==> config.mk <==
export PLATFORM = sky130hd
export DESIGN_NAME = rename_core
export DESIGN_NICKNAME = d
export VERILOG_FILES = /design/src/hw/rename_pkg.sv /design/src/hw/reg_rename_file.sv /design/src/hw/reorder_buffer.sv /design/src/hw/operand_bypass.sv /design/src/hw/rename_core.sv
export SDC_FILE = /design/constraint.sdc
export NUM_CORES = 2
export LEC_CHECK = 0
export BUFFER_PORTS_ARGS = -buffer_cell sky130_fd_sc_hd__buf_2
export CORE_MARGIN = 2
export CORE_UTILIZATION = 40
export DETAILED_ROUTE_END_ITERATION = 16
export PLACE_DENSITY = 0.56
export SYNTH_ARGS = -nofsm -noshare
export SYNTH_HDL_FRONTEND = slang
export SYNTH_SLANG_ARGS = --single-unit
==> constraint.sdc <==
create_clock -name clk -period 6.59 [get_ports clk]
set_input_delay 0.3295 -clock clk [delete_from_list [all_inputs] [get_ports clk]]
set_output_delay 0.3295 -clock clk [all_outputs]
set_load 0.005 [all_outputs]
==> src/hw/rename_pkg.sv <==
package rename_pkg;

    localparam int NICK_W = 4;
    localparam int REG_NUM = 32;
    localparam int ROB_DEPTH_DEFAULT = 8; // top level allows 2 to 15

    typedef logic [31:0] data_t;
    typedef logic [4:0] reg_name_t;
    typedef logic [NICK_W-1:0] nick_t; // zero means the register is current
    typedef logic [5:0] op_t;
    typedef logic [31:0] addr_t;
    typedef logic [31:0] imm_t;

    // stores carry an rd field that names no destination
    localparam op_t OP_SB = 6'd24;
    localparam op_t OP_SH = 6'd25;
    localparam op_t OP_SW = 6'd26;

    // true when the instruction produces a register result that needs a rename
    function automatic logic writes_reg(input op_t op, input reg_name_t rd);
        logic is_store;
        is_store = (op == OP_SB) || (op == OP_SH) || (op == OP_SW);
        return (rd != '0) && !is_store;
    endfunction

endpackage

==> src/hw/reg_rename_file.sv <==
`timescale 1ns/1ps

module reg_rename_file (
    input  logic                  clk,
    input  logic                  rst,
    input  logic                  rdy,
    input  logic                  clr,
    input  logic                  inst_en,
    input  rename_pkg::reg_name_t rs1,
    input  rename_pkg::reg_name_t rs2,
    input  rename_pkg::reg_name_t rd,
    input  rename_pkg::op_t       op,
    input  rename_pkg::addr_t     pc,
    input  rename_pkg::imm_t      imm,
    input  logic                  pd,
    input  rename_pkg::nick_t     alloc_nick,
    input  logic                  rob_full,
    input  logic                  commit_en,
    input  rename_pkg::reg_name_t commit_rd,
    input  rename_pkg::nick_t     commit_nick,
    input  rename_pkg::data_t     commit_dt,
    output logic                  dp_en,
    output rename_pkg::data_t     raw_rs1_dt,
    output rename_pkg::data_t     raw_rs2_dt,
    output rename_pkg::nick_t     raw_rs1_nick,
    output rename_pkg::nick_t     raw_rs2_nick,
    output rename_pkg::reg_name_t dp_rd,
    output rename_pkg::op_t       dp_op,
    output rename_pkg::addr_t     dp_pc,
    output rename_pkg::imm_t      dp_imm,
    output logic                  dp_pd
);
    import rename_pkg::*;

    data_t regs_dt [REG_NUM];
    nick_t regs_nick [REG_NUM];
    logic  accept;

    // rdy low is a plain stall, so nothing is taken in that cycle
    assign accept = inst_en && rdy && !rob_full && !clr && !rst;
    assign dp_en  = accept;

    always_comb begin
        raw_rs1_dt   = '0; // idle dispatch bundle reads as all zero
        raw_rs2_dt   = '0;
        raw_rs1_nick = '0;
        raw_rs2_nick = '0;
        dp_rd        = '0;
        dp_op        = '0;
        dp_pc        = '0;
        dp_imm       = '0;
        dp_pd        = 1'b0;
        if (accept) begin
            raw_rs1_dt   = regs_dt[rs1];
            raw_rs2_dt   = regs_dt[rs2];
            raw_rs1_nick = regs_nick[rs1];
            raw_rs2_nick = regs_nick[rs2];
            dp_rd        = rd;
            dp_op        = op;
            dp_pc        = pc;
            dp_imm       = imm;
            dp_pd        = pd;
        end
    end

    // register 0 is never written, so it keeps value zero and nick zero
    always_ff @(posedge clk) begin
        if (rst) begin
            for (int i = 0; i < REG_NUM; i++) begin
                regs_dt[i]   <= '0;
                regs_nick[i] <= '0;
            end
        end else if (clr) begin
            for (int i = 0; i < REG_NUM; i++) begin
                regs_nick[i] <= '0; // values stay, only the tags go
            end
        end else begin
            if (commit_en && commit_rd != '0) begin
                regs_dt[commit_rd] <= commit_dt;
                // a newer rename of the same register must survive this commit
                if (regs_nick[commit_rd] == commit_nick) begin
                    regs_nick[commit_rd] <= '0;
                end
            end
            if (accept && writes_reg(op, rd)) begin
                regs_nick[rd] <= alloc_nick; // placed last so it wins over the commit clear
            end
        end
    end

endmodule

==> src/hw/reorder_buffer.sv <==
`timescale 1ns/1ps

module reorder_buffer #(
    parameter int ROB_DEPTH = rename_pkg::ROB_DEPTH_DEFAULT
) (
    input  logic                  clk,
    input  logic                  rst,
    input  logic                  rdy,
    input  logic                  clr,
    input  logic                  alloc,
    input  rename_pkg::reg_name_t alloc_rd,
    input  logic                  alloc_wr,
    input  logic                  wb_en,
    input  rename_pkg::nick_t     wb_nick,
    input  rename_pkg::data_t     wb_data,
    input  rename_pkg::nick_t     look1_nick,
    input  rename_pkg::nick_t     look2_nick,
    output rename_pkg::nick_t     alloc_nick,
    output logic                  rob_full,
    output logic                  look1_done,
    output logic                  look2_done,
    output rename_pkg::data_t     look1_dt,
    output rename_pkg::data_t     look2_dt,
    output logic                  commit_en,
    output rename_pkg::reg_name_t commit_rd,
    output rename_pkg::nick_t     commit_nick,
    output rename_pkg::data_t     commit_dt
);
    import rename_pkg::*;

    localparam int IDX_W = $clog2(ROB_DEPTH);
    localparam int CNT_W = $clog2(ROB_DEPTH + 1);

    logic [ROB_DEPTH-1:0] busy;
    logic [ROB_DEPTH-1:0] done;
    logic [ROB_DEPTH-1:0] wr;
    reg_name_t            rd_q [ROB_DEPTH];
    data_t                dt_q [ROB_DEPTH];
    logic [IDX_W-1:0]     head;
    logic [IDX_W-1:0]     tail;
    logic [CNT_W-1:0]     count;
    logic [IDX_W-1:0]     wb_idx;
    logic                 do_wb;
    logic                 pop;

    // nick k names entry k-1
    function automatic logic [IDX_W-1:0] nick_idx(input nick_t nick);
        return IDX_W'(nick - 1'b1);
    endfunction

    function automatic logic in_range(input nick_t nick);
        return (nick != '0) && (nick <= ROB_DEPTH);
    endfunction

    function automatic logic [IDX_W-1:0] next_ptr(input logic [IDX_W-1:0] p);
        return (p == IDX_W'(ROB_DEPTH - 1)) ? '0 : p + 1'b1;
    endfunction

    assign alloc_nick = nick_t'(tail) + 1'b1;
    assign rob_full   = (count == CNT_W'(ROB_DEPTH));

    assign look1_done = in_range(look1_nick) && busy[nick_idx(look1_nick)]
                        && done[nick_idx(look1_nick)];
    assign look2_done = in_range(look2_nick) && busy[nick_idx(look2_nick)]
                        && done[nick_idx(look2_nick)];
    assign look1_dt   = dt_q[nick_idx(look1_nick)];
    assign look2_dt   = dt_q[nick_idx(look2_nick)];

    // a writeback for an entry that is not in flight is dropped
    assign wb_idx = nick_idx(wb_nick);
    assign do_wb  = wb_en && rdy && !clr && in_range(wb_nick) && busy[wb_idx];

    assign pop         = busy[head] && done[head] && rdy && !clr;
    assign commit_en   = pop && wr[head]; // stores leave without a commit strobe
    assign commit_rd   = rd_q[head];
    assign commit_nick = nick_t'(head) + 1'b1;
    assign commit_dt   = dt_q[head];

    always_ff @(posedge clk) begin
        if (rst || clr) begin
            busy  <= '0;
            done  <= '0;
            head  <= '0;
            tail  <= '0;
            count <= '0;
        end else begin
            if (do_wb) begin
                done[wb_idx] <= 1'b1;
            end
            if (pop) begin
                busy[head] <= 1'b0;
                done[head] <= 1'b0;
                head       <= next_ptr(head);
            end
            if (alloc) begin // alloc is only raised when the queue has room
                busy[tail] <= 1'b1;
                done[tail] <= 1'b0;
                tail       <= next_ptr(tail);
            end
            count <= count + CNT_W'(alloc) - CNT_W'(pop);
        end
    end

    always_ff @(posedge clk) begin
        if (do_wb) begin
            dt_q[wb_idx] <= wb_data;
        end
        if (alloc) begin
            rd_q[tail] <= alloc_rd;
            wr[tail]   <= alloc_wr;
        end
    end

endmodule

==> src/hw/operand_bypass.sv <==
`timescale 1ns/1ps

module operand_bypass #(
    parameter int ROB_DEPTH = rename_pkg::ROB_DEPTH_DEFAULT
) (
    input  rename_pkg::data_t raw_rs1_dt,
    input  rename_pkg::data_t raw_rs2_dt,
    input  rename_pkg::nick_t raw_rs1_nick,
    input  rename_pkg::nick_t raw_rs2_nick,
    input  logic              look1_done,
    input  logic              look2_done,
    input  rename_pkg::data_t look1_dt,
    input  rename_pkg::data_t look2_dt,
    input  logic              wb_en,
    input  rename_pkg::nick_t wb_nick,
    input  rename_pkg::data_t wb_data,
    output rename_pkg::nick_t look1_nick,
    output rename_pkg::nick_t look2_nick,
    output rename_pkg::data_t dp_rs1_dt,
    output rename_pkg::data_t dp_rs2_dt,
    output rename_pkg::nick_t dp_rs1_nick,
    output rename_pkg::nick_t dp_rs2_nick
);
    import rename_pkg::*;

    function automatic logic pending(input nick_t nick);
        return (nick != '0) && (nick <= ROB_DEPTH);
    endfunction

    assign look1_nick = raw_rs1_nick;
    assign look2_nick = raw_rs2_nick;

    // a finished buffer entry is preferred over the live writeback bus
    always_comb begin
        dp_rs1_dt   = raw_rs1_dt;
        dp_rs1_nick = raw_rs1_nick;
        if (pending(raw_rs1_nick)) begin
            if (look1_done) begin
                dp_rs1_dt   = look1_dt;
                dp_rs1_nick = '0;
            end else if (wb_en && wb_nick == raw_rs1_nick) begin
                dp_rs1_dt   = wb_data;
                dp_rs1_nick = '0;
            end
        end
    end

    always_comb begin
        dp_rs2_dt   = raw_rs2_dt;
        dp_rs2_nick = raw_rs2_nick;
        if (pending(raw_rs2_nick)) begin
            if (look2_done) begin
                dp_rs2_dt   = look2_dt;
                dp_rs2_nick = '0;
            end else if (wb_en && wb_nick == raw_rs2_nick) begin
                dp_rs2_dt   = wb_data;
                dp_rs2_nick = '0;
            end
        end
    end

endmodule

==> src/hw/rename_core.sv <==
`timescale 1ns/1ps

module rename_core #(
    parameter int ROB_DEPTH = rename_pkg::ROB_DEPTH_DEFAULT
) (
    input  logic                  clk,
    input  logic                  rst,
    input  logic                  rdy,
    input  logic                  clr,
    input  logic                  inst_en,
    input  rename_pkg::reg_name_t rs1,
    input  rename_pkg::reg_name_t rs2,
    input  rename_pkg::reg_name_t rd,
    input  rename_pkg::op_t       op,
    input  rename_pkg::addr_t     pc,
    input  rename_pkg::imm_t      imm,
    input  logic                  pd,
    input  logic                  wb_en,
    input  rename_pkg::nick_t     wb_nick,
    input  rename_pkg::data_t     wb_data,
    output logic                  dp_en,
    output rename_pkg::data_t     dp_rs1_dt,
    output rename_pkg::data_t     dp_rs2_dt,
    output rename_pkg::nick_t     dp_rs1_nick,
    output rename_pkg::nick_t     dp_rs2_nick,
    output rename_pkg::nick_t     dp_nick,
    output rename_pkg::reg_name_t dp_rd,
    output rename_pkg::op_t       dp_op,
    output rename_pkg::addr_t     dp_pc,
    output rename_pkg::imm_t      dp_imm,
    output logic                  dp_pd,
    output logic                  commit_en,
    output rename_pkg::reg_name_t commit_rd,
    output rename_pkg::data_t     commit_dt,
    output logic                  rob_full
);
    import rename_pkg::*;

    data_t raw_rs1_dt;
    data_t raw_rs2_dt;
    nick_t raw_rs1_nick;
    nick_t raw_rs2_nick;
    nick_t look1_nick;
    nick_t look2_nick;
    logic  look1_done;
    logic  look2_done;
    data_t look1_dt;
    data_t look2_dt;
    nick_t commit_nick;
    logic  alloc_wr;

    assign alloc_wr = writes_reg(dp_op, dp_rd); // same rule the register file renames by

    reg_rename_file rrf_i (
        .clk(clk), .rst(rst), .rdy(rdy), .clr(clr),
        .inst_en(inst_en), .rs1(rs1), .rs2(rs2), .rd(rd),
        .op(op), .pc(pc), .imm(imm), .pd(pd),
        .alloc_nick(dp_nick), .rob_full(rob_full),
        .commit_en(commit_en), .commit_rd(commit_rd),
        .commit_nick(commit_nick), .commit_dt(commit_dt),
        .dp_en(dp_en),
        .raw_rs1_dt(raw_rs1_dt), .raw_rs2_dt(raw_rs2_dt),
        .raw_rs1_nick(raw_rs1_nick), .raw_rs2_nick(raw_rs2_nick),
        .dp_rd(dp_rd), .dp_op(dp_op), .dp_pc(dp_pc),
        .dp_imm(dp_imm), .dp_pd(dp_pd)
    );

    reorder_buffer #(.ROB_DEPTH(ROB_DEPTH)) rob_i (
        .clk(clk), .rst(rst), .rdy(rdy), .clr(clr),
        .alloc(dp_en), .alloc_rd(dp_rd), .alloc_wr(alloc_wr),
        .wb_en(wb_en), .wb_nick(wb_nick), .wb_data(wb_data),
        .look1_nick(look1_nick), .look2_nick(look2_nick),
        .alloc_nick(dp_nick), .rob_full(rob_full),
        .look1_done(look1_done), .look2_done(look2_done),
        .look1_dt(look1_dt), .look2_dt(look2_dt),
        .commit_en(commit_en), .commit_rd(commit_rd),
        .commit_nick(commit_nick), .commit_dt(commit_dt)
    );

    operand_bypass #(.ROB_DEPTH(ROB_DEPTH)) byp_i (
        .raw_rs1_dt(raw_rs1_dt), .raw_rs2_dt(raw_rs2_dt),
        .raw_rs1_nick(raw_rs1_nick), .raw_rs2_nick(raw_rs2_nick),
        .look1_done(look1_done), .look2_done(look2_done),
        .look1_dt(look1_dt), .look2_dt(look2_dt),
        .wb_en(wb_en), .wb_nick(wb_nick), .wb_data(wb_data),
        .look1_nick(look1_nick), .look2_nick(look2_nick),
        .dp_rs1_dt(dp_rs1_dt), .dp_rs2_dt(dp_rs2_dt),
        .dp_rs1_nick(dp_rs1_nick), .dp_rs2_nick(dp_rs2_nick)
    );

endmodule

==> flow_metrics.py <==
metrics = {
    "final_layout": {
        "final_cell_mix": "1456 x edfxtp_1, 1178 x nor2_1, 915 x mux4_2, 309 x buf_2, 232 x mux2i_1",
        "fill_cells": 17260,
        "regArea_sq_um": 44310,
        "final_nets": 5715,
        "postLayoutCoreUtil_pct": 45.88,
        "final_common_cell": "edfxtp_1",
        "drive_gt1_share_pct": 31.91,
        "fin_cells": 8351,
        "fin_area_sq_um": 90750,
        "multi_input_area_sq_um": 33960,
        "area_growth_pct": 13.80,
    },
    "yosys": {
        "ys_types": 86,
        "ys_ff_latch": 1485,
        "yosys_warnings": 0,
        "async_flop_share_pct": 0,
        "synth_mux_area_share_pct": 29.44,
        "synth-edff-count": 1456,
        "synth_top_family_by_area": "multiplexers",
        "synth_top_flop_cell": "edfxtp_1",
        "synth-compound-area-share_pct": 2.391,
        "synth-seq-area-share_pct": 55.55,
        "syn_inst": 5353,
        "synth_fa_ha_area_share_pct": 0.2134,
        "synth_xor_area_share_pct": 0.1208,
        "synthesis.area_sq_um": 79750,
        "syn_avg_cell_area_sq_um": 14.90,
        "synth_simple_gate_area_share_pct": 9.294,
    },
    "timing": {
        "setup_viol_count_final": 0,
        "skew_ns": 0.03960,
        "slew_headroom_pct": 14.22,
        "finalWorstSetupSlack_ns": 0.5066,
        "timing.setup.tns_ns": 0,
        "final.min_clock_period_ns": 6.083,
        "period_share_pct": 92.31,
        "finalHoldViolCount": 0,
        "holdWs_ns": 0.06557,
        "rsz0062_at_grt": "false",
        "worst_slew_pin_slew_ns": 1.287,
        "slew_viol_final": 0,
        "fmax_mhz": 164.4,
    },
    "route": {
        "wl_mm": 283.7,
        "dr.pass1.iters": 6,
        "route.vias.total": 53660,
        "routed_via_density": 6.425,
        "wl_per_cell_um": 33.98,
        "drc": 0,
        "ant_nets": 0,
        "first_iter_violations": 7080,
    },
    "worst_hold_path": {
        "hold_class": "in2reg",
        "hold_start": "inst_en",
    },
    "place": {
        "io_buffers": 319,
        "placed_cells": 8016,
        "pre_cts_ws_ns": 0.9277,
        "dp.final_hpwl_mm": 179.0,
        "placed_area_sq_um": 85190,
        "place.gp.congestion": 0.9272,
    },
    "power": {
        "peakVddDrop_v": 0.0002160,
        "p_per_area_nw_per_um2": 241.6,
        "p_leak_nw": 32.30,
        "power_mw": 21.92,
    },
    "critical_path": {
        "crit_type": "reg2out",
        "startpoint_type": "flop",
        "critPathLaunch": "rrf_i.regs_nick[22][1]",
        "end_kind": "output pin",
        "slowest_delay_ns": 0.76,
        "path_cells": "mux4_2 -> mux4_2 -> and3_1 -> a31oi_2 -> ha_4 -> nor4_1 -> or4_1 -> o21ai_4 -> buf_4 -> o221ai_1 -> buf_2",
        "slowest_stage": "o21ai_4",
        "cp_data_required_time_ns": 6.26,
        "crit_arrival_ns": 5.75,
        "crit_top_cell": "mux4_2",
        "crit_path_max_fanout": 29,
    },
    "run_status": {
        "outcome": "finished, final reports clean",
    },
    "clock_network": {
        "clock_path_buffers": 3,
        "root_buffer": "clkbuf_16",
        "clkTransAtPathRegs_ns": 0.06,
        "cts_tree": "done",
        "htree_levels": 4,
        "cts_buffers": 164,
        "worstSkewPairLatency_ns": 0.84,
        "numClockSinks": 1485,
    },
    "floorplanning": {
        "die_width_um": 450.5,
        "die_area_sq_um": 203000,
        "num_rows": 163,
        "die_h_um": 450.5,
        "ios": 320,
        "start_util_pct": 40.31,
        "core_sq_um": 197800,
    },
    "job": {
        "cap_violations": 0,
    },
    "grt": {
        "grtUsageTotal_pct": 27.61,
        "grt_max_degree": 124,
        "overflow": 0,
        "antenna_found_initial": 8,
        "grt_pass1_vias": 52540,
        "grt_first_pass_wirelength_mm": 399.6,
    },
}
==> sequential cells by signal, summed over array words and instances, names as in the netlist, named ones only <==
| register | cells |
|---|---|
| rrf_i.regs_dt | 1024 |
| rob_i.done | 8 |
| rob_i.head | 3 |
| rob_i.busy | 8 |
| rob_i.count | 4 |
| rob_i.wr | 8 |
| rob_i.rd_q | 40 |
| rrf_i.regs_nick | 128 |
| rob_i.dt_q | 256 |
| rob_i.tail | 3 |
==> path summary, 6_finish.rpt <==
kind | endpoint | slack (ns) | depth (start not counted)
min | rob_i.tail[2] | 0.07 | 6
max reg2reg | rrf_i.regs_nick[5][0] | 1.06 | 12
max | dp_rs1_dt[4] | 0.51 | 11
min reg2reg | rob_i.busy[6] | 0.51 | 2
==> area by class of cell <==
class	count	share of cell area (%)
antenna	1	0.002757
clock buffer	219	4.853
clock inverter	83	0.9251
inverter	65	0.2716
multi-input combinational	3303	37.42
sequential	1485	48.83
tap	2640	3.640
timing repair buffer	555	4.062
==> critical path, delay by kind of cell, from the launching register on <==
family / cells / cell delay, ns
compound gates: 3 / 1.36
fa+ha+maj: 1 / 0.52
buf+inv: 2 / 0.51
flops: 1 / 0.49
mux: 2 / 1.00
simple gates: 3 / 1.02
==> kinds of logic (layout without fill, tap and decap cells) <==
group           after synthesis  after routing
mux                        1198           1198
xor+xnor                     11             11
flops                      1485           1485
fa+ha+maj                    13             13
compound gates              274            274
simple gates               1771           1771
buf+inv                     600            922
other cells                   1             37
==> per-layer routing <==
metal  share of wire (%)  up-vias  track usage (%)  wire, um
met1                  39    28340            37.85    110100
met4                 3.2        6            8.774      9107
met5               0.014        -                0        41
li1                    -    21370                -         -
met2                  47     3428            43.15    132800
met3                  11      513            7.136     31650
==> where the power goes <==
part / switching, mW / internal (mW) / leakage, nW / total [mW]
Clock: 4.01 / 5.10 / 2.54 / 9.11
Sequential: 0.159 / 10.6 / 15.0 / 10.8
Combinational: 1.19 / 0.855 / 14.8 / 2.04
Total: 5.36 / 16.6 / 32.3 / 21.9
==> Yosys cell counts, types with 6 or more instances <==
master | instances | area (sq um)
edfxtp_1 | 1456 | 43720
nor2_1 | 1181 | 4433
mux4_2 | 915 | 20610
clkbuf_1 | 400 | 1501
mux2i_1 | 264 | 2643
nand2_1 | 253 | 949.7
and2_1 | 84 | 525.5
buf_1 | 72 | 270.3
nor3_1 | 72 | 360.4
nand3_1 | 64 | 320.3
a21oi_1 | 59 | 295.3
inv_1 | 57 | 214.0
o21ai_0 | 54 | 270.3
buf_2 | 50 | 250.2
nand2b_1 | 36 | 225.2
o221ai_1 | 32 | 280.3
a21o_1 | 30 | 225.2
dfxtp_1 | 29 | 580.6
mux2_2 | 17 | 191.4
nand3b_1 | 13 | 97.59
nor4_1 | 13 | 81.33
a211oi_1 | 12 | 90.09
and3_1 | 12 | 75.07
ha_1 | 12 | 150.1
nor3b_1 | 10 | 75.07
buf_4 | 9 | 67.56
a31oi_1 | 8 | 50.05
xnor2_1 | 7 | 61.31
a221oi_1 | 6 | 52.55
a311oi_1 | 6 | 52.55
a32oi_1 | 6 | 52.55
nand4_1 | 6 | 37.54
o22ai_1 | 6 | 37.54
==> repair_timing <==
| action | in CTS | in global routing |
|---|---|---|
| resized for setup | 0 | 0 |
| buffers inserted | 0 | 0 |
| hold buffers | 32 | 0 |
| hold endpoints to repair | 256 | 0 |
| setup endpoints to repair | 0 | 0 |
Note: power is estimated with default switching activity, not from simulation.
